<file path="src/common/pdp8_defines.svh">
`ifndef PDP8_DEFINES_SVH
`define PDP8_DEFINES_SVH

// Core memory depth, field 0 only
`define PDP8_MEM_WORDS 4096

// Auto-index locations
`define PDP8_AUTOIDX_LO 12'o0010
`define PDP8_AUTOIDX_HI 12'o0017

// Major opcodes, instruction bits 11:9
`define OPC_AND 3'd0
`define OPC_TAD 3'd1
`define OPC_ISZ 3'd2
`define OPC_DCA 3'd3
`define OPC_JMS 3'd4
`define OPC_JMP 3'd5
`define OPC_IOT 3'd6
`define OPC_OPR 3'd7

`endif

</file>
<file path="src/common/pdp8_pkg.sv">
`default_nettype none

package pdp8_pkg;

  typedef logic [11:0] word_t;  // Data word or 12-bit address
  typedef logic [4:0]  page_t;  // Upper address bits

  typedef enum logic [1:0] {
    MAJ_FETCH,
    MAJ_DEFER,
    MAJ_EXEC,
    MAJ_HALT
  } major_t;

  // PH_W is the read wait slot between PH_0 and PH_1
  typedef enum logic [2:0] {
    PH_0,
    PH_W,
    PH_1,
    PH_2,
    PH_3
  } phase_t;

  typedef struct packed {
    major_t major;
    phase_t phase;
  } cycle_t;

  typedef struct packed {
    word_t sr;         // Switch register
    logic  load_addr;
    logic  deposit;
    logic  examine;
    logic  run;
  } panel_t;

  typedef enum logic [1:0] {
    OP_NONE,
    OP_LOAD,
    OP_DEP,
    OP_EXAM
  } panel_op_t;

  typedef struct packed {
    word_t addr;
    word_t wdata;
    logic  we;
  } mem_req_t;

endpackage

`default_nettype wire

</file>
<file path="src/cpu_sequencer.sv">
`timescale 1ns/1ns
`default_nettype none
`include "pdp8_defines.svh"

module cpu_sequencer (
  input  wire                 clk,
  input  wire                 reset,
  input  wire                 pdp8_pkg::phase_t phase,
  input  wire                 cycle_end,
  input  wire                 pdp8_pkg::panel_t panel,
  input  wire                 pdp8_pkg::word_t instruction,
  output pdp8_pkg::cycle_t    cycle,
  output pdp8_pkg::panel_op_t panel_op,
  output logic                running
);

  import pdp8_pkg::*;

  localparam int HLT_BIT = 1;  // Group-2 halt

  major_t     major;
  major_t     major_next;
  panel_op_t  pending_op;
  panel_op_t  strobe_op;
  logic       run_pend;
  logic       strobe_run;
  logic       accept;
  logic [2:0] opcode;
  logic       indirect;
  logic       is_hlt;

  assign opcode   = instruction[11:9];
  assign indirect = instruction[8];
  assign is_hlt   = (opcode == `OPC_OPR) && instruction[8] && !instruction[0] &&
                    instruction[HLT_BIT];

  // Strobe priority: load, deposit, examine, then run
  always_comb begin
    strobe_op = OP_NONE;
    if (panel.load_addr) begin
      strobe_op = OP_LOAD;
    end else if (panel.deposit) begin
      strobe_op = OP_DEP;
    end else if (panel.examine) begin
      strobe_op = OP_EXAM;
    end
  end

  assign strobe_run = panel.run && (strobe_op == OP_NONE);

  // Only one command in flight while halted
  assign accept = !running && (pending_op == OP_NONE) && !run_pend &&
                  (panel_op == OP_NONE) && ((strobe_op != OP_NONE) || strobe_run);

  always_comb begin
    major_next = major;
    case (major)
      MAJ_FETCH: begin
        if ((opcode == `OPC_OPR) || (opcode == `OPC_IOT)) begin
          major_next = is_hlt ? MAJ_HALT : MAJ_FETCH;
        end else if (indirect) begin
          major_next = MAJ_DEFER;
        end else begin
          major_next = (opcode == `OPC_JMP) ? MAJ_FETCH : MAJ_EXEC;
        end
      end
      MAJ_DEFER: major_next = (opcode == `OPC_JMP) ? MAJ_FETCH : MAJ_EXEC;
      MAJ_EXEC:  major_next = MAJ_FETCH;
      default: begin
        if (run_pend || (accept && strobe_run)) begin
          major_next = MAJ_FETCH;
        end
      end
    endcase
  end

  always_ff @(posedge clk) begin
    if (reset) begin
      major      <= MAJ_HALT;
      panel_op   <= OP_NONE;
      pending_op <= OP_NONE;
      run_pend   <= 1'b0;
    end else if (cycle_end) begin
      major      <= major_next;
      panel_op   <= (accept && !strobe_run) ? strobe_op : pending_op;  // Active next cycle
      pending_op <= OP_NONE;
      run_pend   <= 1'b0;
    end else if (accept) begin
      pending_op <= strobe_op;
      run_pend   <= strobe_run;
    end
  end

  assign cycle.major = major;
  assign cycle.phase = phase;
  assign running     = (major != MAJ_HALT);

  a_major_on_boundary : assert property (@(posedge clk) disable iff (reset)
    !cycle_end |=> $stable(major))
    else $error("major state changed inside a cycle");

endmodule

`default_nettype wire

</file>
<file path="config.mk">
export PLATFORM = sky130hd
export DESIGN_NAME = cpu_sequencer
export DESIGN_NICKNAME = d
export VERILOG_FILES = /design/src/common/pdp8_pkg.sv /design/src/cpu_sequencer.sv
export VERILOG_INCLUDE_DIRS = /design/src /design/src/common
export SDC_FILE = /design/constraint.sdc
export NUM_CORES = 1
export LEC_CHECK = 0
export BUFFER_PORTS_ARGS = -buffer_cell sky130_fd_sc_hd__buf_2
export CORE_MARGIN = 5
export CORE_UTILIZATION = 31
export CTS_CLUSTER_SIZE = 28
export DETAILED_ROUTE_END_ITERATION = 10
export HOLD_SLACK_MARGIN = 0.08
export PLACE_DENSITY = 0.68
export SLEW_MARGIN = 20
export SYNTH_ARGS = -nofsm -noshare
export SYNTH_HDL_FRONTEND = slang
export SYNTH_SLANG_ARGS = --single-unit
</file>
<file path="constraint.sdc">
create_clock -name clk -period 1.3 [get_ports clk]
set_input_delay 0.26 -clock clk [delete_from_list [all_inputs] [get_ports clk]]
set_output_delay 0.26 -clock clk [all_outputs]
set_load 0.1 [all_outputs]
</file>
==> report_table.html <==
<table>
<tr><th>Metric</th><th>Value</th></tr>
<tr><th colspan="2">Status</th></tr>
<tr><td>Run status</td><td>complete, but fails checks</td></tr>
<tr><td>Violations in the final reports</td><td>negative setup slack</td></tr>
<tr><th colspan="2">Floorplan</th></tr>
<tr><td>Horizontal die dimension</td><td>48.2 um</td></tr>
<tr><td>Standard cell core area</td><td>roughly 0.0013 sq mm</td></tr>
<tr><td>Number of primary I/O pins</td><td>42</td></tr>
<tr><td>Std-Cell Rows</td><td>13</td></tr>
<tr><td>Height of the die</td><td>around 48 um</td></tr>
<tr><td>DIE AREA</td><td>0.00232 sq mm</td></tr>
<tr><td>Effective utilization at floorplan</td><td>between 30 and 40%</td></tr>
<tr><th colspan="2">CTS</th></tr>
<tr><td>Clock sink count</td><td>7</td></tr>
<tr><td>Clock tree from TritonCTS</td><td>built</td></tr>
<tr><td>Clock-pin slew on the worst setup and hold paths</td><td>~0.06 ns</td></tr>
<tr><td>Longest Clk Path Bufs</td><td>2</td></tr>
<tr><td>Number of CTS-inserted buffers</td><td>3</td></tr>
<tr><td>CTS Root Cell</td><td>clkbuf_4</td></tr>
<tr><td>Clock latency on the worst-skew pair</td><td>around 0.25 ns</td></tr>
<tr><td>Max H-tree Level</td><td>1</td></tr>
<tr><th colspan="2">Route</th></tr>
<tr><td>DR vias</td><td>~500</td></tr>
<tr><td>Detail-routed net length per standard cell</td><td>roughly 13 um</td></tr>
<tr><td>Number of DRC markers in iteration 0</td><td>16</td></tr>
<tr><td>Vias per cell</td><td>5.05</td></tr>
<tr><td>Number of remaining DRC errors</td><td>0</td></tr>
<tr><td>First-pass DRT Iterations</td><td>4</td></tr>
<tr><td>Antenna-violating nets left</td><td>0</td></tr>
<tr><td>Total routed wirelength</td><td>1.27 mm</td></tr>
<tr><th colspan="2">Finish</th></tr>
<tr><td>Fillers</td><td>approximately 120</td></tr>
<tr><td>Share of layout cells above drive strength 1</td><td>about two thirds</td></tr>
<tr><td>Non-filler cells in the finished layout</td><td>98</td></tr>
<tr><td>Final core utilization</td><td>62.2%</td></tr>
<tr><td>Finished Cell Area</td><td>a little over 800 sq um</td></tr>
<tr><td>Number of antenna repair diodes</td><td>0</td></tr>
<tr><td>Post-synthesis to final-layout area growth</td><td>83.7%</td></tr>
<tr><td>Number of nets at the end of the flow</td><td>roughly 120</td></tr>
<tr><th colspan="2">Synthesis</th></tr>
<tr><td>Portion of synthesized cell area occupied by the leading cell type</td><td>roughly 31%</td></tr>
<tr><td>Synth Net Count</td><td>~90</td></tr>
<tr><td>Number of distinct library cells after synthesis</td><td>27</td></tr>
<tr><td>Share of synthesized area occupied by flip-flops and latches</td><td>a little under a third</td></tr>
<tr><td>Cells after Synth</td><td>between 50 and 60</td></tr>
<tr><td>Number of storage elements in the synthesis netlist</td><td>7</td></tr>
<tr><td>Top cell type by total area after synthesis</td><td>dfxtp_1</td></tr>
<tr><td>Avg Inst Size Synth</td><td>approximately 8.2 sq um</td></tr>
<tr><td>Netlist area before placement</td><td>between 400 and 500 sq um</td></tr>
<tr><td>Total number of yosys warnings</td><td>0</td></tr>
<tr><td>Main area contributors after synthesis</td><td>dfxtp_1 (31%), ha_1 (8.3%), buf_4 (5.0%), nor2_1 (5.0%), a21oi_1 (4.4%)</td></tr>
<tr><th colspan="2">Pwr</th></tr>
<tr><td>Power Dens Cells</td><td>1060 mW/mm^2</td></tr>
<tr><td>Leak pwr</td><td>0.379 nW</td></tr>
<tr><td>Total power consumption of the routed design</td><td>881 uW</td></tr>
<tr><td>Max VDD drop</td><td>between 0.5 and 0.6 mV</td></tr>
<tr><th colspan="2">Timing</th></tr>
<tr><td>Final max-slew violation count</td><td>0</td></tr>
<tr><td>Sum Neg Setup Slack</td><td>-0.354 ns</td></tr>
<tr><td>Measured slew at the worst slew-check pin</td><td>about 0.26 ns</td></tr>
<tr><td>Crit path time final</td><td>~1.4 ns</td></tr>
<tr><td>Highest achievable clock rate</td><td>approximately 0.71 GHz</td></tr>
<tr><td>Count of endpoints failing setup in the final report</td><td>5</td></tr>
<tr><td>Post-route clock period utilization</td><td>108%</td></tr>
<tr><td>Unrepaired setup endpoints after global routing</td><td>true</td></tr>
<tr><td>Max-slew headroom at the worst pin</td><td>~83%</td></tr>
<tr><td>Maximum clock skew at final layout</td><td>0.00824 ns</td></tr>
<tr><td>Final hold viol count</td><td>0</td></tr>
<tr><td>Worst setup slack after layout</td><td>-0.104 ns</td></tr>
<tr><th colspan="2">Flow run</th></tr>
<tr><td>Total of max-cap violations</td><td>0</td></tr>
<tr><th colspan="2">Critical path</th></tr>
<tr><td>Setup Crit Path Kind</td><td>reg2reg</td></tr>
<tr><td>List of cells traversed by the critical path</td><td>or4_4 -&gt; nor4_4 -&gt; nor2_2 -&gt; a211oi_2</td></tr>
<tr><td>Crit-path max cell delay</td><td>0.58 ns</td></tr>
<tr><td>Arrival @ worst endpoint</td><td>roughly 1.6 ns</td></tr>
<tr><td>Max FO, Critical Path</td><td>3</td></tr>
<tr><td>Crit start category</td><td>flop</td></tr>
<tr><td>Required time reported for the critical path endpoint</td><td>1.46 ns</td></tr>
<tr><td>Slowest cell on crit path</td><td>or4_4</td></tr>
<tr><td>Critical Path End Type</td><td>flop</td></tr>
<tr><th colspan="2">Placement</th></tr>
<tr><td>Post-detail-place hpwl</td><td>a little under 1 mm</td></tr>
<tr><td>Cell Area, Placed</td><td>approximately 740 sq um</td></tr>
<tr><td>Routability congestion estimate</td><td>between 0.7 and 0.8</td></tr>
<tr><td>Buffers on Ports</td><td>17</td></tr>
<tr><td>Cell count after placement</td><td>93</td></tr>
<tr><th colspan="2">Global route</th></tr>
<tr><td>Global-route wire length before repair</td><td>about 1.9 mm</td></tr>
<tr><td>Largest net degree at the start of global routing</td><td>8</td></tr>
<tr><td>GR Util All Layers</td><td>11.8%</td></tr>
<tr><td>Antenna violations before repair</td><td>0</td></tr>
<tr><td>Total gr overflow</td><td>0</td></tr>
<tr><td>Number of global-route vias before repair</td><td>approximately 460</td></tr>
<tr><th colspan="2">Worst hold path</th></tr>
<tr><td>Hold crit path type</td><td>in2reg</td></tr>
</table>
power breakdown:
group          leakage (nW)  internal (mW)  total, mW  switching (mW)
registers            0.0588          0.232      0.254          0.0218
logic                 0.302          0.186      0.436           0.249
clock network        0.0177          0.112      0.192          0.0795
total                 0.379          0.531      0.881           0.351
cells in the final DEF (no fill, tap or decap), types with 3 or more instances in the layout:
cell type / count
buf_12: 5
clkbuf_4: 3
nor2_1: 4
buf_4: 11
nand3_1: 3
dfxtp_4: 4
buf_2: 12
path summary, 6_finish.rpt:
check                                                start                       end  slack (ns)  cells after the start
worst min register to register       major[1]$_SDFFE_PP1P_     major[1]$_SDFFE_PP1P_        0.66                      2
worst min-delay path                                 reset  panel_op[0]$_SDFFE_PP0P_        0.30                      2
worst max-delay path            pending_op[1]$_SDFFE_PP0N_  panel_op[1]$_SDFFE_PP0P_       -0.10                      4
worst max register to register  pending_op[1]$_SDFFE_PP0N_  panel_op[1]$_SDFFE_PP0P_       -0.10                      4
worst max-delay path, delay by kind of cell, from the launching register on:
family,cells,cell delay [ns]
compound gates,1,0.16
simple gates,3,0.81
flops,1,0.34
synthesized netlist by cell type:
library cell and n:
a211o_1 1, a211oi_1 1, a211oi_2 1, a21o_1 1, a21oi_1 4, a221oi_1 1, a41oi_1 1, and2_1 1
and3b_1 1, and4b_1 1, buf_2 1, buf_4 3, dfxtp_1 7, ha_1 3, inv_1 5, nand2_1 2
nand3_1 3, nand3b_1 1, nor2_1 6, nor2b_1 1, nor3_1 3, nor4_1 1, nor4_2 1, o211ai_1 1
o21ai_0 2, or2b_1 1, or4_4 1
state kept, by name, summed over array words and instances, names as in the netlist:
register / count
major: 2
pending_op: 2
panel_op: 2
run_pend: 1
layout make-up:
type,count,area (sq um),share of cell area (%)
multi-input combinational,39,363,43.7
timing repair buffer,28,243,29.3
clock inverter,1,5.00,0.603
tap,15,18.8,2.26
sequential,7,156,18.9
clock buffer,3,22.5,2.71
inverter,5,21.3,2.56
per-layer routing:
| layer | routed length (um) | up-vias | part of all wire, % | global-route usage, % |
|---|---|---|---|---|
| li1 | - | 254 | - | - |
| met1 | 476 | 226 | 37 | 14.0 |
| met2 | 704 | 15 | 55 | 20.1 |
| met3 | 89 | 0 | 7.0 | 2.95 |
| met4 | 0 | 0 | 0 | 4.84 |
| met5 | 0 | - | 0 | 0 |
logic make-up (layout without fill, tap and decap cells):
family / count (synthesis) / in the layout / share of synthesized area [%]
AOI/OAI and AO/OA: 13 / 13 / 20.2
adders and majority gates: 3 / 3 / 8.31
buffers and inverters: 9 / 37 / 10.2
DFF: 7 / 7 / 31.0
and+or+nand+nor: 23 / 23 / 30.2
per-stage QoR:
| step | setup WS (ns) | hold WS (ns) |
|---|---|---|
| 3_3_place_gp | -0.177 | 0.511 |
| 5_1_grt | -0.184 | 0.307 |
| 2_1_floorplan | -0.273 | 0.315 |
| 4_1_cts | -0.0839 | 0.267 |
| 6_report | -0.104 | 0.296 |
| 3_5_place_dp | -0.195 | 0.521 |
timing repair:
item	CTS	global route
resized for setup	5	8
pin swaps	3	2
setup endpoints to repair	6	6
hold buffers	0	0
setup buffers	0	1
(Power assumes the default switching activity.)
