File: config.mk
export PLATFORM = sky130hd
export DESIGN_NAME = accumulator
export DESIGN_NICKNAME = d
export VERILOG_FILES = /design/src/common/pdp8_pkg.sv /design/src/accumulator.sv
export VERILOG_INCLUDE_DIRS = /design/src /design/src/common
export SDC_FILE = /design/constraint.sdc
export NUM_CORES = 1
export LEC_CHECK = 0
export BUFFER_PORTS_ARGS = -buffer_cell sky130_fd_sc_hd__buf_2
export CAP_MARGIN = 20
export CORE_ASPECT_RATIO = 0.5
export CORE_UTILIZATION = 55
export CTS_CLUSTER_SIZE = 20
export DETAILED_ROUTE_END_ITERATION = 10
export GPL_TIMING_DRIVEN = 0
export PLACE_DENSITY_LB_ADDON = 0.05
export SKIP_CTS_REPAIR_TIMING = 1
export SLEW_MARGIN = 20
export SYNTH_ARGS = -nofsm -noshare
export SYNTH_HDL_FRONTEND = slang
export SYNTH_SLANG_ARGS = --single-unit
File: constraint.sdc
create_clock -name clk -period 5.4 [get_ports clk]
set_clock_uncertainty 0.15 [all_clocks]
set_input_delay 0.27 -clock clk [delete_from_list [all_inputs] [get_ports clk]]
set_output_delay 0.27 -clock clk [all_outputs]
set_load 0.05 [all_outputs]
File: src/common/pdp8_defines.svh
`ifndef PDP8_DEFINES_SVH
`define PDP8_DEFINES_SVH

// Core memory depth, field 0 only
`define PDP8_MEM_WORDS 4096

// Auto-index locations
`define PDP8_AUTOIDX_LO 12'o0010
`define PDP8_AUTOIDX_HI 12'o0017

// Major opcodes, instruction bits 11:9
`define OPC_AND 3'd0
`define OPC_TAD 3'd1
`define OPC_ISZ 3'd2
`define OPC_DCA 3'd3
`define OPC_JMS 3'd4
`define OPC_JMP 3'd5
`define OPC_IOT 3'd6
`define OPC_OPR 3'd7

`endif

File: src/common/pdp8_pkg.sv
`default_nettype none

package pdp8_pkg;

  typedef logic [11:0] word_t;  // Data word or 12-bit address
  typedef logic [4:0]  page_t;  // Upper address bits

  typedef enum logic [1:0] {
    MAJ_FETCH,
    MAJ_DEFER,
    MAJ_EXEC,
    MAJ_HALT
  } major_t;

  // PH_W is the read wait slot between PH_0 and PH_1
  typedef enum logic [2:0] {
    PH_0,
    PH_W,
    PH_1,
    PH_2,
    PH_3
  } phase_t;

  typedef struct packed {
    major_t major;
    phase_t phase;
  } cycle_t;

  typedef struct packed {
    word_t sr;         // Switch register
    logic  load_addr;
    logic  deposit;
    logic  examine;
    logic  run;
  } panel_t;

  typedef enum logic [1:0] {
    OP_NONE,
    OP_LOAD,
    OP_DEP,
    OP_EXAM
  } panel_op_t;

  typedef struct packed {
    word_t addr;
    word_t wdata;
    logic  we;
  } mem_req_t;

endpackage

`default_nettype wire

File: src/accumulator.sv
`timescale 1ns/1ns
`default_nettype none
`include "pdp8_defines.svh"

module accumulator (
  input  wire             clk,
  input  wire             reset,
  input  wire             pdp8_pkg::cycle_t cycle,
  input  wire             pdp8_pkg::word_t instruction,
  input  wire             pdp8_pkg::word_t mdout,
  output pdp8_pkg::word_t ac,
  output logic            link
);

  import pdp8_pkg::*;

  localparam int CLA_BIT = 7;
  localparam int CMA_BIT = 5;
  localparam int IAC_BIT = 0;

  word_t      opr_ac;
  logic       opr_link;
  logic [2:0] opcode;
  logic       group1;

  assign opcode = instruction[11:9];
  assign group1 = (opcode == `OPC_OPR) && !instruction[8];

  // Group-1 micro-ops in sequence
  always_comb begin
    {opr_link, opr_ac} = {link, ac};
    if (instruction[CLA_BIT]) begin
      opr_ac = '0;
    end
    if (instruction[CMA_BIT]) begin
      opr_ac = ~opr_ac;
    end
    if (instruction[IAC_BIT]) begin
      {opr_link, opr_ac} = {opr_link, opr_ac} + 13'd1;  // Carry flips link
    end
  end

  always_ff @(posedge clk) begin
    if (reset) begin
      ac   <= '0;
      link <= 1'b0;
    end else if ((cycle.major == MAJ_EXEC) && (cycle.phase == PH_2)) begin
      case (opcode)
        `OPC_AND: ac <= ac & mdout;
        `OPC_TAD: {link, ac} <= {link, ac} + {1'b0, mdout};
        `OPC_DCA: ac <= '0;  // Stored in PH_1
        default: ;
      endcase
    end else if ((cycle.major == MAJ_FETCH) && (cycle.phase == PH_3) && group1) begin
      {link, ac} <= {opr_link, opr_ac};
    end
  end

endmodule

`default_nettype wire

==> impl_metrics.py, run 1 <==
metrics = {
    "routing": {
        "drc_errors": 0,
        "drt-pass1-iter-count": 5,
        "drtAntennaViolNets": 0,
        "wirelength_mm": 6.36,
        "vias": 2428,
        "wl_per_cell_um": 16.9,
        "drt_iter0_drc": 166,
        "via_per_inst": 6.46,
    },
    "timing": {
        "rsz0062_at_grt": "no",
        "fin_crit_ps": 2620,
        "min_period_over_period": 0.485,
        "fmax_mhz": 382,
        "worst_slew_pin_slew_ps": 563,
        "slew_headroom": 0.615,
        "fin_setup_tns_ps": 0,
        "final-hold-violation-count": 0,
        "slew_viol_final": 0,
        "setup_viol_count_final": 0,
        "setup_slack_ps": 2780,
    },
    "synth": {
        "synth.most_common_cell": "nand2_1",
        "synthTopCellsByArea": "dfxtp_1 (12%), ha_1 (7.7%), xnor2_1 (5.8%)",
        "syn_area_per_cell_um2": 7.39,
        "synth_top_cell_area_share": 0.123,
        "async_reset_ff_frac": 0,
        "synth_cell_types": 69,
        "yosysTopAreaCell": "dfxtp_1",
        "synth_seq_cells": 13,
        "synth_ff_type": "dfxtp_1",
        "syn_area_um2": 2110,
        "synthCells": 286,
        "synth_edf_count": 0,
        "synth_seq_area_share": 0.123,
        "synth_common_cells": "nand2_1 (24), a21oi_1 (19), nor2_1 (18)",
        "synth_fp_nets": 331,
        "yosysWarnings": 0,
    },
    "global_routing": {
        "overflow": 0,
        "track_usage": 0.334,
        "grt_pass1_wl_mm": 10.2,
        "grt_max_degree": 11,
        "antenna_found_initial": 0,
        "grt_pass1_vias": 2075,
    },
    "critical_path": {
        "cp_max_fo": 10,
        "worstPathRequired_ps": 5430,
        "rrSetupSlack_ps": 2790,
        "end_kind": "flip-flop",
        "rr_startpoint": "ac[0]",
        "worstReg2RegEnd": "ac[8]",
        "critPathKind": "in -> reg",
        "cp_data_arrival_time_ps": 2650,
        "critPathLaunchType": "primary input",
        "crit_start": "instruction[5]",
        "reg2regPathDepth": 8,
    },
    "layout": {
        "area_growth_pct": 13.5,
        "layout.cells.non_filler": 376,
        "final_layout_size_suffix_gt1_frac": 0.182,
        "layout.nets": 371,
        "diodes": 0,
    },
    "worst_hold_path": {
        "hold_path_class": "in -> reg",
        "worstHoldPathCells": 2,
        "min-delay-start": "reset",
        "min_to": "ac[2]",
    },
    "floorplan": {
        "die_w_um": 89.7,
        "dieArea_um2": 4110,
        "rows": 15,
        "initial_core_util": 0.596,
        "core_um2": 3550,
        "die_y_um": 45.8,
        "ios": 44,
    },
    "run_status": {
        "status": "completed",
    },
    "place": {
        "port_buffers": 35,
        "dpl_worst_slack_ps": 2580,
        "place.gp.congestion": 0.891,
        "place_hpwl_mm": 5.01,
        "placed_cells": 372,
    },
    "clock_network": {
        "cts_tree": "done",
        "ctsHtreeMaxLevel": 1,
        "clk_pin_slew_ps": 60,
        "clkLatencyLatePin_ps": 240,
        "cts_buffer_depth": 2,
        "clock_sinks": 13,
        "cts_root_buf": "clkbuf_8",
        "cts_buffers": 3,
    },
    "power": {
        "irDropWorstVdd_v": 0.0000961,
        "powerDensity_nw_per_um2": 117,
        "p_total_w": 0.000280,
        "leakagePower_nw": 1.03,
    },
    "run": {
        "cap_violations": 0,
    },
}
-- state kept, by name, summed over array words and instances (netlist names) --
name,flops
ac,12
link,1
-- final cells by class --
| type | instances | area, µm² |
|---|---|---|
| multi-input cells | 243 | 1690 |
| clock inverters | 1 | 5.00 |
| inverters | 7 | 26.3 |
| plain buffers | 23 | 141 |
| clock buffers | 3 | 41.3 |
| repair buffers | 35 | 175 |
| well taps | 51 | 63.8 |
| fillers | 302 | 1150 |
| flip-flops and latches | 13 | 260 |
-- how the worst max path moves through the flow --
stage	end	slack [ps]
after floorplan	ac[9]	2780
after global placement	link	2580
after detailed placement	link	2580
after CTS	ac[8]	2790
after global routing	ac[9]	2530
final	link	2780
-- metrics by stage --
step | hold WS (ps) | utilization | cell area, µm²
2_1_floorplan | 334 | - | 2110
4_1_cts | 100 | 0.677 | 2400
6_report | 99.8 | 0.677 | 2400
3_3_place_gp | 308 | 0.663 | 2350
5_1_grt | 110 | 0.677 | 2400
3_5_place_dp | 323 | 0.663 | 2350
-- worst max-delay path: stages --
cell	delay, ps
buf_2	120
buf_6	140
inv_2	100
clkbuf_1	430
xnor2_1	220
ha_1	290
nor3b_4	270
a31oi_1	170
or4_1	490
a21oi_1	140
-- where the power goes --
group	switching, W	internal, W
logic	0.0000561	0.0000382
clock network	0.0000363	0.0000510
registers	0.00000178	0.0000969
total	0.0000942	0.000186
-- layer usage --
metal | wire, µm | track usage | share of wire | up-vias
met1 | 3060 | 0.502 | 0.48 | 1135
met5 | 0 | 0 | 0 | -
met2 | 2620 | 0.497 | 0.41 | 114
li1 | - | - | - | 1175
met3 | 661 | 0.0634 | 0.10 | 4
met4 | 25 | 0.0571 | 0.0039 | 0
-- cell usage in the layout (no fill, tap or decap), types with 7 or more instances in the layout --
cell and n:
buf_2 36, nand2_1 24, a21oi_1 19, nor2_1 18, xnor2_1 14, nand3_1 14
clkbuf_1 13, ha_1 13, dfxtp_1 13, a31oi_1 10, a21o_1 9, and3_1 8
o21ai_0 8, nor3_1 7
-- cell families after synthesis --
kind of cell	share of synthesized area
adders and majority gates	0.0864
DFF	0.123
buffers and inverters	0.0793
AOI/OAI and AO/OA	0.336
and+or+nand+nor	0.285
muxes	0.0201
xor gates and xnor gates	0.0704
Note: power is estimated with default switching activity, not from simulation.
==> run 2, diff against run 1 <==
==> constraint.sdc (replaced) <==
create_clock -name clk -period 2.75 [get_ports clk]
set_clock_uncertainty 0.15 [all_clocks]
set_input_delay 0.1375 -clock clk [delete_from_list [all_inputs] [get_ports clk]]
set_output_delay 0.1375 -clock clk [all_outputs]
set_load 0.05 [all_outputs]
==> impl_metrics.py, run 2 (same netlist as run 1, synthesis figures left out) <==
metrics = {
    "routing": {
        "drt-pass1-iter-count": 4,
        "drt_iter0_drc": 172,
        "wirelength_mm": 6.39,
        "wl_per_cell_um": 16.9,
        "vias": 2416,
        "drc_errors": 0,
        "via_per_inst": 6.41,
        "drtAntennaViolNets": 0,
    },
    "layout": {
        "final_cell_mix": "buf_2 (36), nand2_1 (24), a21oi_1 (19)",
        "final_layout_size_suffix_gt1_frac": 0.184,
        "n_fill_cell": 302,
        "area_growth_pct": 14.1,
        "diodes": 0,
        "regMostFlops": "ac",
        "largest_reg_flops": 12,
        "reg_top3": "ac (12), link (1)",
        "layout.nets": 372,
        "final_common_cell": "buf_2",
    },
    "clock_network": {
        "cts_tree": "done",
        "cts_buffer_depth": 2,
        "clock_sinks": 13,
        "cts_buffers": 3,
        "clkLatencyLatePin_ps": 240,
        "clk_pin_slew_ps": 60,
        "cts_root_buf": "clkbuf_8",
        "ctsHtreeMaxLevel": 1,
    },
    "place": {
        "dpl_worst_slack_ps": 63.4,
        "place_hpwl_mm": 5.01,
        "port_buffers": 35,
        "place.gp.congestion": 0.891,
    },
    "floorplan": {
        "die_y_um": 45.8,
        "core_um2": 3550,
        "die_w_um": 89.7,
        "dieArea_um2": 4110,
        "ios": 44,
        "rows": 15,
        "initial_core_util": 0.596,
    },
    "timing": {
        "fin_crit_ps": 2610,
        "worst_slew_pin_slew_ps": 590,
        "min_period_over_period": 0.950,
        "fmax_mhz": 383,
        "setup_slack_ps": 137,
        "setup_viol_count_final": 0,
        "fin_setup_tns_ps": 0,
        "slew_viol_final": 0,
        "final-hold-violation-count": 0,
        "slew_headroom": 0.607,
        "rsz0062_at_grt": "no",
    },
    "global_routing": {
        "antenna_found_initial": 0,
        "grt_max_degree": 11,
        "grt_pass1_wl_mm": 10.2,
        "overflow": 0,
        "grt.busiest_layer": "met1",
        "use_met3": 0.0634,
        "grtUsageMet2": 0.497,
        "met1_usage": 0.502,
        "track_usage": 0.334,
        "grt_pass1_vias": 2075,
    },
    "critical_path": {
        "cp_data_arrival_time_ps": 2590,
        "critPathKind": "reg -> reg",
        "end_kind": "flip-flop",
        "critPathLaunchType": "flip-flop",
        "cp_max_fo": 6,
        "worstPathRequired_ps": 2730,
    },
    "power": {
        "p_sw_w": 0.000186,
        "combPwrFrac": 0.339,
        "irDropWorstVdd_v": 0.000188,
        "powerDensity_nw_per_um2": 229,
        "seq_power_share": 0.351,
        "switching_share": 0.337,
        "p_int_w": 0.000367,
        "clkPwrFrac": 0.311,
        "leakagePower_nw": 1.04,
    },
    "worst_hold_path": {
        "hold_path_class": "in -> reg",
    },
    "run": {
        "cap_violations": 0,
    },
    "run_status": {
        "status": "completed",
    },
}
[run 2: cell count changes in the layout (fill, tap and decap cells not counted), sizes merged]
cell / before / now
dlygate4sd3: 0 / 1
[run 2: routing by layer]
metal / wire length (µm) / share of wire
met4: 30 / 0.0047
met5: 0 / 0
met3: 623 / 0.098
met1: 3070 / 0.48
met2: 2660 / 0.42
[run 2: area by class of cell]
| type | instances | area (µm²) | area share |
|---|---|---|---|
| Multi-Input combinational cell | 243 | 1690 | 0.700 |
| Sequential cell | 13 | 262 | 0.108 |
| Timing Repair Buffer | 36 | 185 | 0.0768 |
| Buffer | 23 | 141 | 0.0586 |
| Tap cell | 51 | 63.8 | 0.0265 |
| Clock buffer | 3 | 41.3 | 0.0171 |
| Inverter | 7 | 26.3 | 0.0109 |
| Clock inverter | 1 | 5.00 | 0.00207 |
[run 2: power by group through the flow]
| stage | logic, W | clock network (W) | registers (W) |
|---|---|---|---|
| after floorplan | 0.000123 | 0 | 0.000203 |
| after detailed placement | 0.000181 | 0 | 0.000198 |
| after global placement | 0.000176 | 0 | 0.000198 |
| after CTS | 0.000182 | 0.000172 | 0.000194 |
| final | 0.000187 | 0.000172 | 0.000194 |
| after global routing | 0.000204 | 0.000183 | 0.000194 |
[run 2: final timing paths]
path | cells after the start | start | slack [ps] | to
max | 8 | ac[0] | 140 | ac[8]
max reg2reg | 8 | ac[0] | 140 | ac[8]
min reg2reg | 2 | link | 330 | link
min | 5 | instruction[11] | 190 | ac[9]
[run 2: metrics by stage]
step           instances  instance area, µm²   util  power, W  hold slack [ps]
6_report             377                2410  0.680  0.000553              188
5_1_grt              377                2410  0.680  0.000581              207
4_1_cts              376                2400  0.677  0.000547            -32.3
3_5_place_dp         372                2350  0.663  0.000378              226
3_3_place_gp         372                2350  0.663  0.000373              223
2_1_floorplan        286                2110      -  0.000326              202
[run 2: critical path: stages, from the launching register on]
cell and delay [ps]:
dfxtp_1 370, ha_1 270, fa_1 440, a211oi_1 250, o21bai_1 160, a2111o_1 460
a21o_1 190, nand3_1 120, a31oi_1 100
==> run 3, diff against run 2 <==
--- a/config.mk
+++ b/config.mk
@@ -6,7 +6,7 @@
 export SDC_FILE = /design/constraint.sdc
 export NUM_CORES = 1
 export LEC_CHECK = 0
-export BUFFER_PORTS_ARGS = -buffer_cell sky130_fd_sc_hd__buf_2
+export BUFFER_PORTS_ARGS = -buffer_cell sky130_fd_sc_hd__clkbuf_2
 export CAP_MARGIN = 20
 export CORE_ASPECT_RATIO = 0.5
 export CORE_UTILIZATION = 55
@@ -14,6 +14,7 @@
 export DETAILED_ROUTE_END_ITERATION = 10
 export GPL_TIMING_DRIVEN = 0
 export PLACE_DENSITY_LB_ADDON = 0.05
+export RECOVER_POWER = 25
 export SKIP_CTS_REPAIR_TIMING = 1
 export SLEW_MARGIN = 20
 export SYNTH_ARGS = -nofsm -noshare
==> impl_metrics.py, run 3 (same netlist as run 1, synthesis figures left out) <==
metrics = {
    "run_status": {
        "status": "completed",
    },
    "floorplan": {
        "initial_core_util": 0.596,
        "dieArea_um2": 4110,
        "die_w_um": 89.7,
        "rows": 15,
        "die_y_um": 45.8,
        "core_um2": 3550,
        "ios": 44,
    },
    "worst_hold_path": {
        "min-delay-start": "instruction[11]",
        "hold_path_class": "in -> reg",
    },
    "critical_path": {
        "path_buf_inv": 0,
        "critPathKind": "reg -> reg",
        "cp_slowest_cell": "fa_1",
        "worstPathRequired_ps": 2730,
        "end_kind": "flip-flop",
        "cpPeakStageDelay_ps": 450,
        "cp_max_fo": 6,
        "critPathLaunchType": "flip-flop",
        "crit_cells": 8,
        "path_cells": "ha_1 > fa_1 > a211oi_2 > o21bai_1 > a2111o_1 > a21o_1 > nand3_1 > a31oi_1",
        "critPathTopFamily": "compound AO/OA/AOI/OAI gates",
        "worstReg2RegEnd": "ac[8]",
        "cp_data_arrival_time_ps": 2570,
        "rr_startpoint": "ac[0]",
        "crit_start": "ac[0]",
        "reg2regPathDepth": 8,
        "rrSetupSlack_ps": 160,
        "crit_end": "ac[8]",
    },
    "timing": {
        "slew_headroom": 0.598,
        "fin_crit_ps": 2590,
        "rsz0062_at_grt": "no",
        "final-hold-violation-count": 0,
        "fmax_mhz": 386,
        "slew_viol_final": 0,
        "fin_setup_tns_ps": 0,
        "min_period_over_period": 0.943,
        "worst_slew_pin_slew_ps": 605,
        "setup_viol_count_final": 0,
    },
    "clock_network": {
        "ctsHtreeMaxLevel": 1,
        "cts_buffers": 3,
        "clk_pin_slew_ps": 60,
        "cts_root_buf": "clkbuf_8",
        "cts_tree": "done",
        "clock_sinks": 13,
        "cts_buffer_depth": 2,
        "clkLatencyLatePin_ps": 240,
    },
    "global_routing": {
        "track_usage": 0.333,
        "grt_pass1_vias": 2068,
        "antenna_found_initial": 0,
        "grt_pass1_wl_mm": 10.1,
        "grt_max_degree": 11,
        "overflow": 0,
    },
    "run": {
        "cap_violations": 0,
    },
    "place": {
        "place_hpwl_mm": 5.01,
        "place.gp.congestion": 0.891,
        "port_buffers": 35,
        "placed_cells": 372,
    },
    "power": {
        "powerDensity_nw_per_um2": 230,
        "irDropWorstVdd_v": 0.000141,
        "leakagePower_nw": 1.01,
    },
    "layout": {
        "final_cell_mix": "clkbuf_2 (29), nand2_1 (24), clkbuf_1 (19), a21oi_1 (19), nor2_1 (18)",
        "largest_reg_flops": 12,
        "area_growth_pct": 14.0,
        "regMostFlops": "ac",
        "layout.cells.non_filler": 377,
        "final_common_cell": "clkbuf_2",
        "diodes": 0,
        "reg_top3": "ac (12), link (1)",
        "final_layout_size_suffix_gt1_frac": 0.169,
        "layout.nets": 372,
    },
    "routing": {
        "drc_errors": 0,
        "wirelength_mm": 6.46,
        "wl_per_cell_um": 17.1,
        "via_per_inst": 6.52,
        "drt_iter0_drc": 188,
        "vias": 2459,
        "drtAntennaViolNets": 0,
        "drt-pass1-iter-count": 5,
    },
}
[run 3: worst reg2reg max path, delay by kind of cell, from the launching register on]
family / cells / cell delay, ps
simple gates: 1 / 130
compound gates: 5 / 1110
flops: 1 / 370
fa+ha+maj: 2 / 720
[run 3: final cells by class]
cell class,instances,area (µm²)
Multi-Input combinational cell,243,1690
Fill cell,291,1140
Sequential cell,13,262
Timing Repair Buffer,36,178
Buffer,23,141
Tap cell,51,63.8
Clock buffer,3,41.3
Inverter,7,26.3
Clock inverter,1,5.00
[run 3: how the worst min path moves through the flow]
stage / endpoint / slack [ps] / depth (start not counted)
floorplan: ac[2] / 200 / 2
global placement: ac[4] / 220 / 2
detailed placement: link / 220 / 2
CTS: ac[2] / -30 / 2
global route: ac[9] / 230 / 5
finish: ac[9] / 190 / 5
[run 3: layer usage]
metal | vias to the layer above | part of all wire | track usage
li1 | 1174 | - | -
met1 | 1145 | 0.46 | 0.497
met5 | - | 0 | 0
met4 | 0 | 0.0070 | 0.0635
met3 | 6 | 0.12 | 0.0924
met2 | 134 | 0.41 | 0.473
[run 3: power by group]
part / internal [W] / switching, W
registers: 0.000190 / 0.00000356
clock network: 0.000100 / 0.0000740
logic: 0.0000760 / 0.000111
[run 3: per-stage QoR]
stage	util	power (W)	worst slack (ps)	hold slack [ps]	area [µm²]
4_1_cts	0.677	0.000546	148	-31.1	2400
6_report	0.679	0.000555	157	193	2410
5_1_grt	0.679	0.000579	19.5	228	2410
2_1_floorplan	-	0.000326	130	202	2110
3_3_place_gp	0.663	0.000373	70.2	223	2350
3_5_place_dp	0.663	0.000378	47.9	224	2350
